===== src/source/spart_pkg.sv =====
package spart_pkg;

   //////////////////////////////
   // bus request from the driver
   //////////////////////////////

   // one request, acts only while valid is high
   typedef struct packed {
      logic       valid;
      // 1 for read, 0 for write
      logic       iorw;
      logic [1:0] ioaddr;
      logic [7:0] wdata;
   } spart_req_t;

   // register map
   localparam logic [1:0] ADDR_DATA   = 2'b00;
   localparam logic [1:0] ADDR_STATUS = 2'b01;
   localparam logic [1:0] ADDR_DIV_LO = 2'b10;
   localparam logic [1:0] ADDR_DIV_HI = 2'b11;

   //////////////////////////////
   // baud and bit timing
   //////////////////////////////

   localparam int DIV_W = 16;
   // indexed by baud select, short divisors keep simulation quick
   localparam logic [3:0][DIV_W-1:0] BAUD_DIV_TABLE = {16'd16, 16'd24, 16'd40, 16'd64};

   localparam int OVERSAMPLE = 16;
   localparam int TICK_W = $clog2(OVERSAMPLE);
   localparam logic [TICK_W-1:0] TICK_MID  = TICK_W'(OVERSAMPLE / 2 - 1);
   localparam logic [TICK_W-1:0] TICK_LAST = TICK_W'(OVERSAMPLE - 1);

   // start, eight data bits, stop
   localparam int TX_FRAME_W = 10;
   localparam int TX_CNT_W = $clog2(TX_FRAME_W);
   localparam logic [TX_CNT_W-1:0] TX_LAST_BIT = TX_CNT_W'(TX_FRAME_W - 1);

   //////////////////////////////
   // frame and memory
   //////////////////////////////

   localparam int FRAME_DIGITS = 8;
   localparam int DIGIT_W = $clog2(FRAME_DIGITS);
   localparam int SLOT_W = DIGIT_W + 1;
   // command byte follows the last digit
   localparam logic [SLOT_W-1:0] CMD_SLOT = SLOT_W'(FRAME_DIGITS);
   localparam logic [7:0] CMD_STORE  = 8'h73;
   localparam logic [7:0] ASCII_ZERO = 8'h30;

   localparam int MEM_ADDR_W = 14;
   localparam int MEM_DATA_W = 64;
   localparam logic [MEM_ADDR_W-1:0] LAST_SLOT_ADDR = 14'h3fff;

endpackage


===== src/source/spart.sv =====
`timescale 1ns/1ps

module spart (
   input  logic                  clk,
   input  logic                  rst_n,
   input  spart_pkg::spart_req_t req_i,
   output logic [7:0]            rdata_o,
   output logic                  rda_o,
   output logic                  tbr_o,
   input  logic                  rxd_i,
   output logic                  txd_o
);

   logic       wr_data;
   logic       rd_data;
   logic       wr_div_lo;
   logic       wr_div_hi;
   logic [7:0] div_lo_q;
   logic [7:0] div_hi_q;
   logic       restart_q;
   logic       tick;
   logic [7:0] rx_data;
   logic       rda;
   logic       tbr;

   //////////////////////////////
   // register decode
   //////////////////////////////

   assign wr_data   = req_i.valid && !req_i.iorw && (req_i.ioaddr == spart_pkg::ADDR_DATA);
   assign rd_data   = req_i.valid && req_i.iorw && (req_i.ioaddr == spart_pkg::ADDR_DATA);
   assign wr_div_lo = req_i.valid && !req_i.iorw && (req_i.ioaddr == spart_pkg::ADDR_DIV_LO);
   assign wr_div_hi = req_i.valid && !req_i.iorw && (req_i.ioaddr == spart_pkg::ADDR_DIV_HI);

   // status has tbr in bit 1, rda in bit 0
   assign rdata_o = (req_i.ioaddr == spart_pkg::ADDR_STATUS) ? {6'b0, tbr, rda} : rx_data;

   // divisor comes up at the slowest table entry
   always_ff @(posedge clk or negedge rst_n)
   begin
      if (!rst_n)
      begin
         div_lo_q  <= spart_pkg::BAUD_DIV_TABLE[0][7:0];
         div_hi_q  <= spart_pkg::BAUD_DIV_TABLE[0][15:8];
         restart_q <= 1'b0;
      end
      else
      begin
         if (wr_div_lo)
         begin
            div_lo_q <= req_i.wdata;
         end
         if (wr_div_hi)
         begin
            div_hi_q <= req_i.wdata;
         end
         // restart a cycle later, once both halves hold the new value
         restart_q <= wr_div_hi;
      end
   end

   //////////////////////////////
   // datapath blocks
   //////////////////////////////

   spart_baud_gen baud_gen_inst (
      .clk       (clk),
      .rst_n     (rst_n),
      .div_i     ({div_hi_q, div_lo_q}),
      .restart_i (restart_q),
      .tick_o    (tick)
   );

   spart_rx rx_inst (
      .clk    (clk),
      .rst_n  (rst_n),
      .tick_i (tick),
      .rxd_i  (rxd_i),
      .rd_i   (rd_data),
      .data_o (rx_data),
      .rda_o  (rda)
   );

   spart_tx tx_inst (
      .clk    (clk),
      .rst_n  (rst_n),
      .tick_i (tick),
      .load_i (wr_data),
      .data_i (req_i.wdata),
      .txd_o  (txd_o),
      .tbr_o  (tbr)
   );

   assign rda_o = rda;
   assign tbr_o = tbr;

endmodule


===== src/source/spart_baud_gen.sv =====
`timescale 1ns/1ps

module spart_baud_gen (
   input  logic                        clk,
   input  logic                        rst_n,
   input  logic [spart_pkg::DIV_W-1:0] div_i,
   input  logic                        restart_i,
   output logic                        tick_o
);

   // down counter, one tick every div_i clocks
   logic [spart_pkg::DIV_W-1:0] cnt_q;
   logic [spart_pkg::DIV_W-1:0] reload;

   // count runs div_i-1 down to 0
   assign reload = div_i - 1'b1;

   // no tick in a restart cycle, counter starts over
   assign tick_o = (cnt_q == '0) && !restart_i;

   always_ff @(posedge clk or negedge rst_n)
   begin
      if (!rst_n)
      begin
         cnt_q <= '0;
      end
      else if (restart_i)
      begin
         // new divisor takes effect from here
         cnt_q <= reload;
      end
      else if (cnt_q == '0)
      begin
         cnt_q <= reload;
      end
      else
      begin
         cnt_q <= cnt_q - 1'b1;
      end
   end

endmodule


===== src/source/spart_driver.sv =====
`timescale 1ns/1ps

module spart_driver (
   input  logic                             clk,
   input  logic                             rst_n,
   input  logic [1:0]                       br_cfg_i,
   input  logic [7:0]                       rdata_i,
   input  logic                             rda_i,
   input  logic                             tbr_i,
   output spart_pkg::spart_req_t            req_o,
   output logic                             mem_we_o,
   output logic [spart_pkg::MEM_ADDR_W-1:0] mem_addr_o,
   output logic [spart_pkg::MEM_DATA_W-1:0] mem_wdata_o
);

   typedef enum logic [1:0] {ST_IDLE, ST_ECHO, ST_DIV_LO, ST_DIV_HI} drv_state_t;

   drv_state_t                   state_q;
   drv_state_t                   state_d;
   // baud select that was last loaded
   logic [1:0]                   cfg_q;
   logic                         cfg_load;
   logic                         rd_byte;
   logic [spart_pkg::SLOT_W-1:0] slot_q;
   logic                         is_cmd_slot;
   // slot 0 sits in the top byte of the packed vector
   logic [0:spart_pkg::FRAME_DIGITS-1][7:0] digit_q;
   logic [7:0]                   cmd_q;
   logic [7:0]                   echo_q;
   logic [7:0]                   conv_byte;
   logic [spart_pkg::DIV_W-1:0]  div_new;
   logic [spart_pkg::DIV_W-1:0]  div_cur;

   assign div_new     = spart_pkg::BAUD_DIV_TABLE[br_cfg_i];
   assign div_cur     = spart_pkg::BAUD_DIV_TABLE[cfg_q];
   assign is_cmd_slot = (slot_q == spart_pkg::CMD_SLOT);
   // ascii digit to its value, wraps for non-digits
   assign conv_byte   = rdata_i - spart_pkg::ASCII_ZERO;

   //////////////////////////////
   // control FSM
   //////////////////////////////

   always_comb
   begin
      state_d      = state_q;
      cfg_load     = 1'b0;
      rd_byte      = 1'b0;
      // idle bus points at status
      req_o.valid  = 1'b0;
      req_o.iorw   = 1'b1;
      req_o.ioaddr = spart_pkg::ADDR_STATUS;
      req_o.wdata  = 8'h00;
      case (state_q)
         ST_IDLE:
         begin
            if (br_cfg_i != cfg_q)
            begin
               // baud change beats a waiting byte
               state_d = ST_DIV_LO;
            end
            else if (rda_i)
            begin
               req_o.valid  = 1'b1;
               req_o.ioaddr = spart_pkg::ADDR_DATA;
               rd_byte      = 1'b1;
               state_d      = ST_ECHO;
            end
         end
         ST_ECHO:
         begin
            // hold until the transmitter is free
            if (tbr_i)
            begin
               req_o.valid  = 1'b1;
               req_o.iorw   = 1'b0;
               req_o.ioaddr = spart_pkg::ADDR_DATA;
               req_o.wdata  = echo_q;
               state_d      = ST_IDLE;
            end
         end
         ST_DIV_LO:
         begin
            req_o.valid  = 1'b1;
            req_o.iorw   = 1'b0;
            req_o.ioaddr = spart_pkg::ADDR_DIV_LO;
            req_o.wdata  = div_new[7:0];
            cfg_load     = 1'b1;
            state_d      = ST_DIV_HI;
         end
         default:
         begin
            // high half from the stored select so both halves match
            req_o.valid  = 1'b1;
            req_o.iorw   = 1'b0;
            req_o.ioaddr = spart_pkg::ADDR_DIV_HI;
            req_o.wdata  = div_cur[15:8];
            state_d      = ST_IDLE;
         end
      endcase
   end

   always_ff @(posedge clk or negedge rst_n)
   begin
      if (!rst_n)
      begin
         // divisor goes out right after reset
         state_q <= ST_DIV_LO;
         cfg_q   <= 2'b00;
         slot_q  <= '0;
         cmd_q   <= 8'h00;
      end
      else
      begin
         state_q <= state_d;
         if (cfg_load)
         begin
            cfg_q <= br_cfg_i;
         end
         if (rd_byte)
         begin
            // wrap after the command slot
            slot_q <= is_cmd_slot ? '0 : slot_q + 1'b1;
         end
         // store command lives one cycle only
         if (mem_we_o)
         begin
            cmd_q <= 8'h00;
         end
         else if (rd_byte && is_cmd_slot)
         begin
            cmd_q <= rdata_i;
         end
      end
   end

   //////////////////////////////
   // frame buffer
   //////////////////////////////

   always_ff @(posedge clk)
   begin
      if (rd_byte && !is_cmd_slot)
      begin
         digit_q[slot_q[spart_pkg::DIGIT_W-1:0]] <= conv_byte;
      end
      // command echoes raw, digits converted
      if (rd_byte)
      begin
         echo_q <= is_cmd_slot ? rdata_i : conv_byte;
      end
   end

   // memory write port
   assign mem_we_o    = (cmd_q == spart_pkg::CMD_STORE);
   assign mem_addr_o  = spart_pkg::LAST_SLOT_ADDR;
   assign mem_wdata_o = digit_q;

endmodule


===== src/source/spart_rx.sv =====
`timescale 1ns/1ps

module spart_rx (
   input  logic       clk,
   input  logic       rst_n,
   input  logic       tick_i,
   input  logic       rxd_i,
   input  logic       rd_i,
   output logic [7:0] data_o,
   output logic       rda_o
);

   typedef enum logic [1:0] {RX_IDLE, RX_START, RX_DATA, RX_STOP} rx_state_t;

   logic [1:0]                   sync_q;
   logic                         rxd_s;
   rx_state_t                    state_q;
   logic [spart_pkg::TICK_W-1:0] tick_cnt_q;
   logic [2:0]                   bit_cnt_q;
   logic [7:0]                   shift_q;
   logic [7:0]                   data_q;
   logic                         rda_q;
   logic                         tick_last;
   logic                         sample_bit;
   logic                         take_byte;

   //////////////////////////////
   // input synchronizer
   //////////////////////////////

   always_ff @(posedge clk or negedge rst_n)
   begin
      if (!rst_n)
      begin
         // line idles high
         sync_q <= 2'b11;
      end
      else
      begin
         sync_q <= {sync_q[0], rxd_i};
      end
   end

   assign rxd_s = sync_q[1];

   //////////////////////////////
   // bit timing FSM
   //////////////////////////////

   assign tick_last  = (tick_cnt_q == spart_pkg::TICK_LAST);
   // mid-bit of a data bit
   assign sample_bit = tick_i && (state_q == RX_DATA) && tick_last;
   // stop bit must read high or the byte is dropped
   assign take_byte  = tick_i && (state_q == RX_STOP) && tick_last && rxd_s;

   always_ff @(posedge clk or negedge rst_n)
   begin
      if (!rst_n)
      begin
         state_q    <= RX_IDLE;
         tick_cnt_q <= '0;
         bit_cnt_q  <= '0;
      end
      else if (tick_i)
      begin
         case (state_q)
            RX_IDLE:
            begin
               // first low sample after an idle line is the start edge
               if (!rxd_s)
               begin
                  state_q    <= RX_START;
                  tick_cnt_q <= '0;
               end
            end
            RX_START:
            begin
               if (tick_cnt_q == spart_pkg::TICK_MID)
               begin
                  // still low at mid start bit, else it was a glitch
                  state_q    <= rxd_s ? RX_IDLE : RX_DATA;
                  tick_cnt_q <= '0;
                  bit_cnt_q  <= '0;
               end
               else
               begin
                  tick_cnt_q <= tick_cnt_q + 1'b1;
               end
            end
            RX_DATA:
            begin
               tick_cnt_q <= tick_cnt_q + 1'b1;
               if (tick_last)
               begin
                  bit_cnt_q <= bit_cnt_q + 1'b1;
                  if (bit_cnt_q == 3'd7)
                  begin
                     state_q <= RX_STOP;
                  end
               end
            end
            default:
            begin
               tick_cnt_q <= tick_cnt_q + 1'b1;
               if (tick_last)
               begin
                  state_q <= RX_IDLE;
               end
            end
         endcase
      end
   end

   // lsb first, shifts in from the top
   always_ff @(posedge clk)
   begin
      if (sample_bit)
      begin
         shift_q <= {rxd_s, shift_q[7:1]};
      end
      if (take_byte)
      begin
         data_q <= shift_q;
      end
   end

   // new byte wins over a read in the same cycle
   always_ff @(posedge clk or negedge rst_n)
   begin
      if (!rst_n)
      begin
         rda_q <= 1'b0;
      end
      else if (take_byte)
      begin
         rda_q <= 1'b1;
      end
      else if (rd_i)
      begin
         rda_q <= 1'b0;
      end
   end

   assign data_o = data_q;
   assign rda_o  = rda_q;

endmodule


===== src/source/spart_system.sv =====
`timescale 1ns/1ps

module spart_system (
   input  logic                             clk,
   input  logic                             rst_n,
   input  logic [1:0]                       br_cfg_i,
   input  logic                             rxd_i,
   output logic                             txd_o,
   output logic                             mem_we_o,
   output logic [spart_pkg::MEM_ADDR_W-1:0] mem_addr_o,
   output logic [spart_pkg::MEM_DATA_W-1:0] mem_wdata_o
);

   // driver to spart bus
   spart_pkg::spart_req_t req;
   logic [7:0]            rdata;
   logic                  rda;
   logic                  tbr;

   spart_driver driver_inst (
      .clk         (clk),
      .rst_n       (rst_n),
      .br_cfg_i    (br_cfg_i),
      .rdata_i     (rdata),
      .rda_i       (rda),
      .tbr_i       (tbr),
      .req_o       (req),
      .mem_we_o    (mem_we_o),
      .mem_addr_o  (mem_addr_o),
      .mem_wdata_o (mem_wdata_o)
   );

   spart spart_inst (
      .clk     (clk),
      .rst_n   (rst_n),
      .req_i   (req),
      .rdata_o (rdata),
      .rda_o   (rda),
      .tbr_o   (tbr),
      .rxd_i   (rxd_i),
      .txd_o   (txd_o)
   );

endmodule


===== src/source/spart_tx.sv =====
`timescale 1ns/1ps

module spart_tx (
   input  logic       clk,
   input  logic       rst_n,
   input  logic       tick_i,
   input  logic       load_i,
   input  logic [7:0] data_i,
   output logic       txd_o,
   output logic       tbr_o
);

   logic [spart_pkg::TX_FRAME_W-1:0] shift_q;
   logic                             busy_q;
   logic [spart_pkg::TICK_W-1:0]     tick_cnt_q;
   logic [spart_pkg::TX_CNT_W-1:0]   bit_cnt_q;
   logic                             bit_end;

   // last tick of the current bit
   assign bit_end = busy_q && tick_i && (tick_cnt_q == spart_pkg::TICK_LAST);

   //////////////////////////////
   // frame shift register
   //////////////////////////////

   always_ff @(posedge clk or negedge rst_n)
   begin
      if (!rst_n)
      begin
         // all ones keeps the line at idle high
         shift_q    <= '1;
         busy_q     <= 1'b0;
         tick_cnt_q <= '0;
         bit_cnt_q  <= '0;
      end
      else if (load_i && !busy_q)
      begin
         // stop, data lsb first, start in bit 0
         shift_q    <= {1'b1, data_i, 1'b0};
         busy_q     <= 1'b1;
         tick_cnt_q <= '0;
         bit_cnt_q  <= '0;
      end
      else if (busy_q && tick_i)
      begin
         tick_cnt_q <= tick_cnt_q + 1'b1;
         if (bit_end)
         begin
            // ones fill in behind, line returns high
            shift_q   <= {1'b1, shift_q[spart_pkg::TX_FRAME_W-1:1]};
            bit_cnt_q <= bit_cnt_q + 1'b1;
            if (bit_cnt_q == spart_pkg::TX_LAST_BIT)
            begin
               // stop bit done
               busy_q <= 1'b0;
            end
         end
      end
   end

   assign txd_o = shift_q[0];
   assign tbr_o = !busy_q;

endmodule


===== config.mk =====
export PLATFORM = sky130hd
export DESIGN_NAME = spart_system
export DESIGN_NICKNAME = d
export VERILOG_FILES = /design/src/source/spart_pkg.sv /design/src/source/spart.sv /design/src/source/spart_baud_gen.sv /design/src/source/spart_driver.sv /design/src/source/spart_rx.sv /design/src/source/spart_system.sv /design/src/source/spart_tx.sv
export SDC_FILE = /design/constraint.sdc
export NUM_CORES = 1
export LEC_CHECK = 0
export ABC_CLOCK_PERIOD_IN_PS = 4300
export BUFFER_PORTS_ARGS = -buffer_cell sky130_fd_sc_hd__buf_2
export CAP_MARGIN = 0
export CELL_PAD_IN_SITES_DETAIL_PLACEMENT = 0
export CELL_PAD_IN_SITES_GLOBAL_PLACEMENT = 1
export CORE_UTILIZATION = 47
export CTS_CLUSTER_SIZE = 20
export DETAILED_ROUTE_END_ITERATION = 6
export PLACE_DENSITY = 0.87
export REMOVE_ABC_BUFFERS = 1
export SYNTH_ARGS = -nofsm -noshare
export SYNTH_HDL_FRONTEND = slang
export SYNTH_SLANG_ARGS = --single-unit

===== constraint.sdc =====
create_clock -name clk -period 4.3 [get_ports clk]
set_clock_uncertainty 0.1 [all_clocks]
set_input_delay 0.43 -clock clk [delete_from_list [all_inputs] [get_ports clk]]
set_output_delay 0.43 -clock clk [all_outputs]
set_load 0.01 [all_outputs]

**After elaboration in Yosys (flattened, before gate mapping)**

Index checks and enable logic that the tools add are counted.

- Register bits: 168
- Input port bits: 5
- Logic and storage cells: 158
- Output and inout port bits: 80

- Eq/ne operators: 22
- Magnitude comparators: 4
- Reductions and logical operators: 39
- Mux-type cells: 56
- Bitwise logic cells: 1
- $add $sub $neg: 8

Operator list:

| cell | number |
|---|---|
| 16-bit binary-select mux with 2-bit select | 2 |
| 64-bit bitwise mux | 1 |
| 16-bit 2-to-1 mux | 3 |
| 8-bit 2-to-1 mux | 6 |
| 4-bit 2-to-1 mux | 8 |
| 16-bit by 1-bit subtractor with 16-bit output (second input constant) | 2 |
| 10-bit 2-to-1 mux | 3 |
| 8-bit demux with 3-bit select | 1 |
| 8-bit case mux with 3 select lines | 1 |
| 2-bit 2-to-1 mux | 10 |
| 1-bit logical AND | 18 |
| 2-bit case mux with 3 select lines | 3 |
| 4-bit by 1-bit adder with 4-bit output (second input constant) | 4 |
| 4-bit == test (second input constant) | 4 |
| 16-bit zero test | 1 |
| 12-bit 2-to-1 mux | 1 |
| 2-bit nonzero test | 6 |
| 1-bit 2-to-1 mux | 11 |
| 2-bit == test (second input constant) | 5 |
| 8-bit by 7-bit == test with 1-bit output (second input constant) | 1 |
| 2-bit inequality test (second input constant) | 4 |
| 4-bit case mux with 2 select lines | 1 |
| 8-bit by 6-bit subtractor with 8-bit output (second input constant) | 1 |
| 2-bit by 1-bit == test with 1-bit output (second input constant) | 3 |
| other kinds (20) | 30 |

**Longest topological paths before layout**

Gate-level depths: netlist of the first run.

- Depth in word-level cells: 8
- Mapped depth: 11
- Mapped depth without buffers: 10

**Cells and area by module**

From an unflattened synthesis of the first run, not the netlist that was laid out.

- Cell total of the unflattened synthesis: 557
- Area, all modules: 7495.9 um^2

By module, submodules not included:

| module | area each (um^2) | times used | cells each | sequential area each (um^2) |
|---|---|---|---|---|
| spart_driver | 3529.6 | 1 | 219 | 2563.7 |
| spart_baud_gen | 1158.6 | 1 | 119 | 400.4 |
| spart_rx | 1103.6 | 1 | 81 | 783.3 |
| spart_tx | 940.9 | 1 | 89 | 461.7 |
| spart | 763.2 | 1 | 49 | 426.7 |

**Worst setup path after synthesis of the first run**

No wires, ideal clock.

- Path type: reg-to-reg
- Start point: reg driver_inst.state_q[0]
- End point: reg driver_inst.digit_q, in the netlist driver_inst.mem_wdata_o[56], enable pin
- Arrival: 2793 ps
- Period minus slack after synthesis: 3277 ps
- Path slack: 1023 ps
- Path buffers: 0
- Data required time: 3817 ps
- Library setup time: 383 ps
- Cell stages (with the launch flop): 8
- Cells stage by stage: dfrtp_1 inv_1 ha_1 inv_1 nor4_2 nand2_1 or2_2 nor3_1

- Word-level cells in the longest chain between the ends: 3

Ends and longest elaborated chain:

| element | RTL line | source |
|---|---|---|
| start, declared | spart_driver.sv:18 | `drv_state_t state_q;` |
| start signal, assigned | spart_driver.sv:115 | `state_q <= state_d;` |
| 2-bit zero test | spart_driver.sv:54 | `case (state_q)` |
| 1-bit 2-to-1 mux | spart_driver.sv:54 |  |
| via driver_inst.rd_byte | spart_driver.sv:23 | `logic rd_byte;` |
| 1-bit logical AND | spart_driver.sv:143 | `if (rd_byte && !is_cmd_slot)` |
| end signal, assigned by index | spart_driver.sv:145 | `digit_q[slot_q[spart_pkg::DIGIT_W-1:0]] <= conv_byte;` |
| end, declared | spart_driver.sv:27 | `logic [0:spart_pkg::FRAME_DIGITS-1][7:0] digit_q;` |

The timed path passes the listed nets, and every way through them passes these cells.
A chain may end at the register's enable or synchronous reset.

**Worst setup path in the final report of the first run**

- Start point: reg driver_inst.state_q[1]
- End point: reg driver_inst.digit_q, in the netlist driver_inst.mem_wdata_o[14], data pin

- Word-level cells in the longest chain between the ends: 6
- Elaborated cells on any way between the ends: 8
- Classes of those cells: add/sub (1); eq/ne (3); mux (3); reduce/logical (1)

Ends and longest elaborated chain:

| element | RTL line | source |
|---|---|---|
| 2-bit == test (tied with other cells) | spart_driver.sv:54 |  |
| 2-bit case mux with 3 select lines * | spart_driver.sv:54 |  |
| 2-bit by 1-bit == test with 1-bit output * | spart.sv:36 | `assign rdata_o = (req_i.ioaddr == spart_pkg::ADDR_STATUS) ? {6'b0, tbr, rda} : rx_data;` |
| 8-bit 2-to-1 mux * | spart.sv:36 |  |
| 8-bit by 6-bit subtractor with 8-bit output * | spart_driver.sv:38 | `assign conv_byte = rdata_i - spart_pkg::ASCII_ZERO;` |
| via driver_inst.conv_byte[6] | spart_driver.sv:30 | `logic [7:0] conv_byte;` |
| 64-bit bitwise mux * | spart_driver.sv:145 |  |

The timed path passes the listed nets; every way through them passes the cells marked *.

==> key figures, run 1 <==
Timing
  • Final setup fails: 0
  • Setup tns final: 0 ns
  • Max Fclk: 0.269 GHz
  • Final Worst Setup Slack: 0.576 ns
  • Slew headroom: 26.0%
  • Fin. Hold Viols: 0
  • Tightest Pin Transition: 1.10 ns
  • Unrepaired setup endpoints after global routing: no
  • Max-slew violations: 0
  • Min Tclk post-route: 3.72 ns
  • Hold WS: 0.0639 ns
  • Final worst path period share: 86.6%

Clocking
  • Post-CTS Setup Repair Bufs: 0
  • Hold buffers post-CTS: 1
  • CTS Buffer Depth: 2
  • H-Tree Depth: 4
  • Post-CTS sizing: 0
  • Clock sinks: 167
  • Reg clk slew, reported paths: 0.06 ns
  • CTS tree: built
  • Worst skew pair latency: 0.42 ns
  • CTS Buf Count: 17
  • Root buffer cell: clkbuf_16

Setup path
  • CP Max Fanout: 29
  • Startpoint Class: flop
  • Crit. End Element: flop
  • Arrival time at the worst endpoint: 3.78 ns
  • Crit path largest cell delay: 0.80 ns
  • Critical path class: flop to flop
  • Crit-path slowest cell: ha_1
  • Worst path most repeated cell: ha_1
  • Critical Path RT: 4.35 ns
  • R2R cell count: 7
  • Crit path cell chain: ha_1 -> nor2_1 -> o21ai_0 -> nand2_1 -> inv_1 -> ha_1 -> xor2_1

Flow run
  • MaxCap Viol Count: 0

Detailed routing
  • Post-route ant nets: 0
  • Final WL: 14.8 mm
  • First DRT Iteration DRCs: 305
  • Number of iterations in the first detailed-routing pass: 5
  • Vias/cell: 5.44
  • Wire length per cell: 17.1 um
  • Via Count: 4708
  • DRC: 0

Floorplan
  • Die ar.: 15900 um2
  • Initial Util: 47.9%
  • Row cnt: 45
  • I/O Pins: 85
  • Core area: 15100 um2
  • Overall die width: 126 um
  • Die Y-Extent: 126 um

Place
  • Dpl ws: 0.648 ns
  • Dpl hpwl: 10.4 mm
  • Placer Congestion: 0.845
  • Area after DPL: 7770 um2
  • Placed insts: 832
  • PortBufs: 70

Finish
  • Proportion of layout cells with a drive suffix above 1: 20.8%
  • Utilization after layout: 55.0%
  • Most frequent cells in the layout: edfxtp_1, buf_2, dfrtp_1
  • Storage cell area: 4640 um2
  • Multi-input gate area: 2390 um2
  • # fillers: 1254
  • Nets: 687
  • Layout area overhead: 14.7%
  • Layout Cells excl Fill: 866
  • Most common cell after layout, fill and taps aside: edfxtp_1
  • Design area: 8320 um2

GRT
  • Largest net degree at the start of global routing: 80
  • GRT Util Overall: 19.8%
  • Vias in the first global route: 4564
  • Initial antenna violation count: 1
  • First-pass GRT wire length: 23.8 mm
  • Total gr overflow: 0

Synth
  • Post-synth EDFFs: 88
  • Post-synthesis adder-cell area fraction: 3.10%
  • Synth Area in XOR/XNOR: 4.59%
  • Yosys reg bits: 167
  • Seq/Total Area, Yosys: 63.9%
  • Post-synthesis compound-gate area fraction: 7.74%
  • Synth async-reset ratio: 47.3%
  • Post-synthesis average cell area: 12.4 um2
  • Post-synthesis mux area share: 2.41%
  • Yosys warns: 0
  • Main combinational cell family by area after synthesis: simple AND/OR/NAND/NOR gates
  • Distinct cell type count after synthesis: 62
  • Post-Syn Instances: 586
  • Synth Area in Simple Gates: 14.3%
  • Top_reg_cell synth: edfxtp_1
  • Synthesized area: 7260 um2

Pwr
  • Pleak: 3.36 nW
  • VDD IR max: 0.235 mV
  • Power Dens Cells: 558 nW/um2
  • Pwr Total: 4.65 mW

Status
  • Run status: completed

Min path
  • Hold Path Class: primary input to async pin
==> worst paths after layout <==
check,from,to,slack [ns]
worst min-delay path,rst_n,spart_inst.baud_gen_inst.cnt_q[7],0.06
worst max register to register,driver_inst.state_q[1],driver_inst.mem_wdata_o[14],0.58
worst max-delay path,driver_inst.state_q[1],driver_inst.mem_wdata_o[14],0.58
worst min register to register,spart_inst.rx_inst.sync_q[0],spart_inst.rx_inst.sync_q[1],0.26
min in group clk,br_cfg_i[1],driver_inst.cfg_q[1],0.23
max in group asynchronous,rst_n,driver_inst.cmd_q[3],3.38
==> registers in the layout (all words and copies together) (netlist names), 2 cells and up <==
name / cells
driver_inst.cfg_q: 2
driver_inst.cmd_q: 8
driver_inst.echo_q: 8
driver_inst.mem_wdata_o: 64
driver_inst.slot_q: 4
driver_inst.state_q: 2
spart_inst.baud_gen_inst.cnt_q: 16
spart_inst.div_hi_q: 8
spart_inst.div_lo_q: 8
spart_inst.rx_inst.bit_cnt_q: 3
spart_inst.rx_inst.data_o: 8
spart_inst.rx_inst.shift_q: 8
spart_inst.rx_inst.state_q: 2
spart_inst.rx_inst.sync_q: 2
spart_inst.rx_inst.tick_cnt_q: 4
spart_inst.tx_inst.bit_cnt_q: 4
spart_inst.tx_inst.shift_q: 9
spart_inst.tx_inst.tick_cnt_q: 4
==> cells by family (layout without fill, tap and decap cells) <==
group	count (synthesis)	count (layout)
buffers and inverters	59	137
adder cells (fa/ha/maj)	18	18
multiplexers	17	17
flip-flops	167	167
AO/OA/AOI/OAI	90	90
XOR/XNOR	38	38
other	1	15
AND/OR/NAND/NOR	196	196
==> Yosys cell counts, types with 4 or more instances <==
master,instances,area share [%]
a21oi_1,29,2.0
a31oi_1,11,0.95
a32oi_1,4,0.48
and2_1,5,0.43
and3_1,4,0.34
buf_4,15,1.6
clkbuf_1,13,0.67
dfrtp_1,66,23
dfstp_2,13,4.7
edfxtp_1,88,36
ha_1,18,3.1
inv_1,26,1.3
mux2_2,4,0.62
mux2i_1,13,1.8
nand2_1,50,2.6
nand3_1,27,1.9
nand4_1,6,0.52
nor2_1,53,2.7
nor3_1,12,0.83
nor4_1,7,0.60
o21ai_0,23,1.6
xnor2_1,25,3.0
xor2_1,13,1.6
==> worst max-delay path: cells and delay by family (launching register included) <==
kind	cells	cell delay (ns)
AND/OR/NAND/NOR	2	0.69
AO/OA/AOI/OAI	1	0.48
flip-flops	1	0.56
adder cells (fa/ha/maj)	2	1.00
XOR/XNOR	1	0.46
buffers and inverters	1	0.16
==> area by class of cell <==
type,instances,share of cell area [%]
inverter,26,1.17
sequential,167,55.7
timing repair buffer,79,5.08
clock buffer,20,5.37
antenna,1,0.0301
tap,188,2.83
clock inverter,12,1.13
multi-input combinational,373,28.7
==> per-layer routing <==
layer	global-route usage [%]	part of all wire, %	vias to the layer above
li1	-	-	2245
met1	25.1	44	2325
met2	32.5	50	113
met3	4.46	4.0	25
met4	8.58	1.8	0
met5	0	0	-
==> report_power, final <==
| group | switching [mW] | total (mW) | leakage (nW) | internal (mW) |
|---|---|---|---|---|
| Sequential | 0.196 | 2.18 | 1.78 | 1.99 |
| Combinational | 0.668 | 1.07 | 1.31 | 0.403 |
| Clock | 0.632 | 1.39 | 0.263 | 0.763 |
No activity file was read; power rests on OpenSTA's default activity.
==> inputs of run 2 (changes only) <==
--- a/config.mk
+++ b/config.mk
@@ -13,7 +13,7 @@
 export CORE_UTILIZATION = 47
 export CTS_CLUSTER_SIZE = 20
 export DETAILED_ROUTE_END_ITERATION = 6
-export PLACE_DENSITY = 0.87
+export PLACE_DENSITY_LB_ADDON = 0.3
 export REMOVE_ABC_BUFFERS = 1
 export SYNTH_ARGS = -nofsm -noshare
 export SYNTH_HDL_FRONTEND = slang
==> run 2 against run 1 <==
Sequential power barely moved. Register-to-register slack got worse by 0.02 ns. Clock power up 9%. Sequential share of layout area fell by 0.27 points. First-iteration DRC count decreased by 0.33%. Largest power group unchanged. Combinational power about the same. Utilization increased by 0.26 points. Critical path type unchanged. Clock-buffer cell count is 3 lower. Hold slack gained 0.011 ns. Global-route usage is 0.42 points lower. Critical path depth is 2 higher.
==> key figures, run 2 (synthesis results as in run 1) <==
Detailed routing
  • Number of iterations in the first detailed-routing pass: 5
  • Post-route ant nets: 0
  • Vias/cell: 5.41
  • Final WL: 14.6 mm
  • Via Count: 4671
  • First DRT Iteration DRCs: 304
  • DRC: 0
  • Wire length per cell: 16.9 um

Timing
  • Max-slew violations: 0
  • Final setup fails: 0
  • Final Worst Setup Slack: 0.557 ns
  • Final worst path period share: 87.1%
  • Min Tclk post-route: 3.74 ns
  • Unrepaired setup endpoints after global routing: no
  • Tightest Pin Transition: 1.18 ns
  • Hold WS: 0.0753 ns
  • Max Fclk: 0.267 GHz
  • Setup tns final: 0 ns
  • Fin. Hold Viols: 0
  • Slew headroom: 20.6%

Clocking
  • Reg clk slew, reported paths: 0.07 ns
  • CTS tree: built
  • Root buffer cell: clkbuf_16
  • Clock sinks: 167
  • CTS Buffer Depth: 2
  • Post-CTS Setup Repair Bufs: 0
  • Post-CTS sizing: 0
  • CTS Buf Count: 17
  • H-Tree Depth: 4
  • Worst skew pair latency: 0.42 ns

Finish
  • Most frequent cells in the layout: edfxtp_1, buf_2, dfrtp_1
  • Utilization after layout: 55.2%
  • Layout Cells excl Fill: 864
  • Proportion of layout cells with a drive suffix above 1: 20.9%
  • Ant diodes: 0
  • Most common cell after layout, fill and taps aside: edfxtp_1
  • Layout area overhead: 15.2%
  • # fillers: 1289
  • Max FFs per register: 64
  • Multi-input gate area: 2390 um2
  • Storage cell area: 4640 um2
  • Design area: 8360 um2
  • Nets: 686

Pwr
  • Pleak: 3.38 nW
  • Power Dens Cells: 566 nW/um2
  • Pwr Total: 4.73 mW
  • VDD IR max: 0.323 mV

Setup path
  • Crit-path slowest cell: o21ai_0
  • Worst path most repeated cell: inv_1
  • Arrival time at the worst endpoint: 3.79 ns
  • Critical Path RT: 4.34 ns
  • CP Max Fanout: 12
  • Crit path cell chain: inv_1 -> ha_1 -> inv_1 -> a31oi_1 -> o21ai_0 -> nand2_1 -> inv_1 -> ha_1 -> xor2_1
  • Crit. End Element: flop
  • Startpoint Class: flop
  • Crit path largest cell delay: 0.95 ns
  • R2R cell count: 9
  • Critical path class: flop to flop

Place
  • Placed insts: 831
  • PortBufs: 70
  • Dpl hpwl: 10.4 mm
  • Area after DPL: 7760 um2
  • Dpl ws: 0.631 ns
  • Placer Congestion: 0.835

Min path
  • Hold Path Class: primary input to async pin

GRT
  • First-pass GRT wire length: 23.3 mm
  • Vias in the first global route: 4471
  • Largest net degree at the start of global routing: 80
  • Total gr overflow: 0
  • Initial antenna violation count: 0
  • GRT Util Overall: 19.3%

Status
  • Run status: completed

Floorplan
  • Initial Util: 47.9%
  • Overall die width: 126 um
  • Row cnt: 45
  • Die Y-Extent: 126 um
  • Core area: 15100 um2
  • Die ar.: 15900 um2
  • I/O Pins: 85

Flow run
  • MaxCap Viol Count: 0
[run 2: what timing repair did]
item | CTS | global route
hold buffers | 1 | 0
endpoints found under the hold margin | 1 | 0
endpoints found under the setup margin | 0 | 0
[run 2: area by class of cell]
type / count / area share, %
flip-flops and latches: 167 / 55.4
multi-input cells: 373 / 28.6
clock buffers: 17 / 5.09
repair buffers: 78 / 4.97
well taps: 188 / 2.81
clock inverters: 15 / 1.97
inverters: 26 / 1.17
[run 2: final timing paths]
kind / from / endpoint / slack, ns
max in group asynchronous: rst_n / driver_inst.cmd_q[0] / 3.37
min in group clk: br_cfg_i[0] / driver_inst.cfg_q[0] / 0.24
setup reg to reg: driver_inst.state_q[1] / driver_inst.mem_wdata_o[54] / 0.56
hold / removal: rst_n / spart_inst.baud_gen_inst.cnt_q[9] / 0.08
setup / recovery: driver_inst.state_q[1] / driver_inst.mem_wdata_o[54] / 0.56
hold reg to reg: spart_inst.rx_inst.sync_q[0] / spart_inst.rx_inst.sync_q[1] / 0.26
[run 2: critical path: cells and delay by family, from the launching register on]
family	cells	cell delay (ns)
buffers and inverters	3	0.35
and+or+nand+nor	1	0.48
DFF	1	0.55
xor gates and xnor gates	1	0.48
AOI/OAI and AO/OA	2	1.04
adders and majority gates	2	0.45
[run 2: per-layer routing]
metal | vias up | share of wire [%] | global-route usage, %
li1 | 2238 | - | -
met1 | 2308 | 46 | 26.4
met2 | 102 | 49 | 30.4
met3 | 23 | 3.6 | 3.78
met4 | 0 | 2.2 | 7.87
met5 | - | 0 | 0
[run 2: power breakdown]
part	internal (mW)	switching [mW]	leakage [nW]
Clock	0.868	0.638	0.290
Sequential	1.99	0.195	1.78
Combinational	0.395	0.649	1.31
==> inputs of run 3 (changes only) <==
--- a/config.mk
+++ b/config.mk
@@ -8,7 +8,7 @@
 export ABC_CLOCK_PERIOD_IN_PS = 4300
 export BUFFER_PORTS_ARGS = -buffer_cell sky130_fd_sc_hd__buf_2
 export CAP_MARGIN = 0
-export CELL_PAD_IN_SITES_DETAIL_PLACEMENT = 0
+export CELL_PAD_IN_SITES_DETAIL_PLACEMENT = 1
 export CELL_PAD_IN_SITES_GLOBAL_PLACEMENT = 1
 export CORE_UTILIZATION = 47
 export CTS_CLUSTER_SIZE = 20
==> run 3 against run 2 <==
Combinational power rose by 6%. Die area did not move. Sequential share of layout area about the same. Utilization is essentially flat. Largest cell class unchanged. Largest power group unchanged.
==> key figures, run 3 (synthesis results as in run 1) <==
Status
  • Run status: completed

Clocking
  • Worst skew pair latency: 0.43 ns
  • Post-CTS sizing: 0
  • H-Tree Depth: 4
  • CTS Buf Count: 17
  • Reg clk slew, reported paths: 0.07 ns
  • Clock sinks: 167
  • Root buffer cell: clkbuf_16
  • CTS tree: built
  • CTS Buffer Depth: 2

Place
  • Dpl hpwl: 12.1 mm
  • PortBufs: 70
  • Dpl ws: 0.400 ns
  • Area after DPL: 7760 um2
  • Placer Congestion: 0.835

GRT
  • First-pass GRT wire length: 27.6 mm
  • Met1 GRT Util: 29.9%
  • GRT Util Overall: 23.0%
  • Initial antenna violation count: 0
  • GR Util met3: 4.80%
  • Largest net degree at the start of global routing: 80
  • Met2 usage: 38.8%
  • Total gr overflow: 0
  • Vias in the first global route: 5033
  • GRT Max-Usage Layer: met2

Finish
  • Proportion of layout cells with a drive suffix above 1: 20.9%
  • Max FFs per register: 64
  • Ant diodes: 0
  • Most frequent cells in the layout: edfxtp_1, buf_2, dfrtp_1
  • Design area: 8360 um2
  • Nets: 686
  • Most common cell after layout, fill and taps aside: edfxtp_1
  • # fillers: 1573
  • Layout area overhead: 15.2%

Timing
  • Max-slew violations: 0
  • Hold WS: 0.0836 ns
  • Final worst path period share: 92.4%
  • Final Worst Setup Slack: 0.326 ns
  • Slew headroom: 17.0%
  • Setup tns final: 0 ns
  • Max Fclk: 0.252 GHz
  • Tightest Pin Transition: 1.23 ns
  • Min Tclk post-route: 3.97 ns
  • Fin. Hold Viols: 0
  • Final setup fails: 0
  • Unrepaired setup endpoints after global routing: no

Detailed routing
  • Number of iterations in the first detailed-routing pass: 4
  • Final WL: 17.1 mm
  • First DRT Iteration DRCs: 220
  • Post-route ant nets: 0
  • Via Count: 4771
  • Vias/cell: 5.52
  • DRC: 0
  • Wire length per cell: 19.8 um

Floorplan
  • Die ar.: 15900 um2
  • Initial Util: 47.9%
  • I/O Pins: 85
  • Overall die width: 126 um
  • Die Y-Extent: 126 um
  • Core area: 15100 um2
  • Row cnt: 45

Pwr
  • Power Dens Cells: 574 nW/um2
  • Pleak: 3.38 nW
  • VDD IR max: 0.289 mV

Setup path
  • Critical path class: flop to flop
  • Crit-path slowest cell: ha_1
  • CP Max Fanout: 29
  • Worst path most repeated cell: ha_1
  • Crit path cell chain: ha_1 -> nor2_1 -> o21ai_0 -> nand2_1 -> inv_1 -> ha_1 -> xor2_1
  • Arrival time at the worst endpoint: 4.02 ns
  • Critical Path RT: 4.34 ns
  • Startpoint Class: flop
  • R2R cell count: 7
  • Crit. End Element: flop
  • R2R setup slack: 0.33 ns
  • Crit path largest cell delay: 0.83 ns

Flow run
  • MaxCap Viol Count: 0

Min path
  • Hold Path Class: primary input to async pin
[run 3: report_power, final]
group / switching (mW) / total, mW / internal [mW]
Sequential: 0.209 / 2.20 / 1.99
Combinational: 0.704 / 1.10 / 0.397
Clock: 0.670 / 1.50 / 0.833
Total: 1.58 / 4.80 / 3.22
[run 3: final timing paths]
| path | endpoint | from |
|---|---|---|
| max | driver_inst.mem_wdata_o[46] | driver_inst.state_q[1] |
| min | spart_inst.div_lo_q[1] | rst_n |
| max reg2reg | driver_inst.mem_wdata_o[46] | driver_inst.state_q[1] |
| min reg2reg | spart_inst.rx_inst.sync_q[1] | spart_inst.rx_inst.sync_q[0] |
| max in group asynchronous | spart_inst.rx_inst.tick_cnt_q[2] | rst_n |
| min in group clk | driver_inst.cfg_q[0] | br_cfg_i[0] |
[run 3: per-stage QoR]
stage	util (%)	std cells	power [mW]
2_1_floorplan	-	566	2.96
3_3_place_gp	51.3	831	3.22
3_5_place_dp	51.3	831	3.32
4_1_cts	55.2	864	4.82
5_1_grt	55.2	864	5.04
6_report	55.2	864	4.80
[run 3: what timing repair did]
item                                   4_1_cts  5_1_grt
hold buffers                                 1        0
endpoints found under the hold margin        1        0
setup buffers                                0        0
[run 3: layout make-up]
type / count / area, um2 / area share [%]
clock inverters: 13 / 141 / 1.69
flip-flops and latches: 167 / 4640 / 55.5
multi-input cells: 373 / 2390 / 28.6
inverters: 26 / 97.6 / 1.17
well taps: 188 / 235 / 2.81
repair buffers: 78 / 415 / 4.97
clock buffers: 19 / 443 / 5.30
[run 3: critical path, delay by kind of cell (launching register included)]
family	cells	cell delay [ns]
simple gates	2	0.74
xor+xnor	1	0.53
compound gates	1	0.54
fa+ha+maj	2	1.04
buf+inv	1	0.16
flops	1	0.56
[run 3: per-layer routing]
layer  vias up  share of wire, %
met2        91                52
met5         -                 0
met1      2430                43
li1       2234                 -
met3        16               3.7
met4         0               1.3
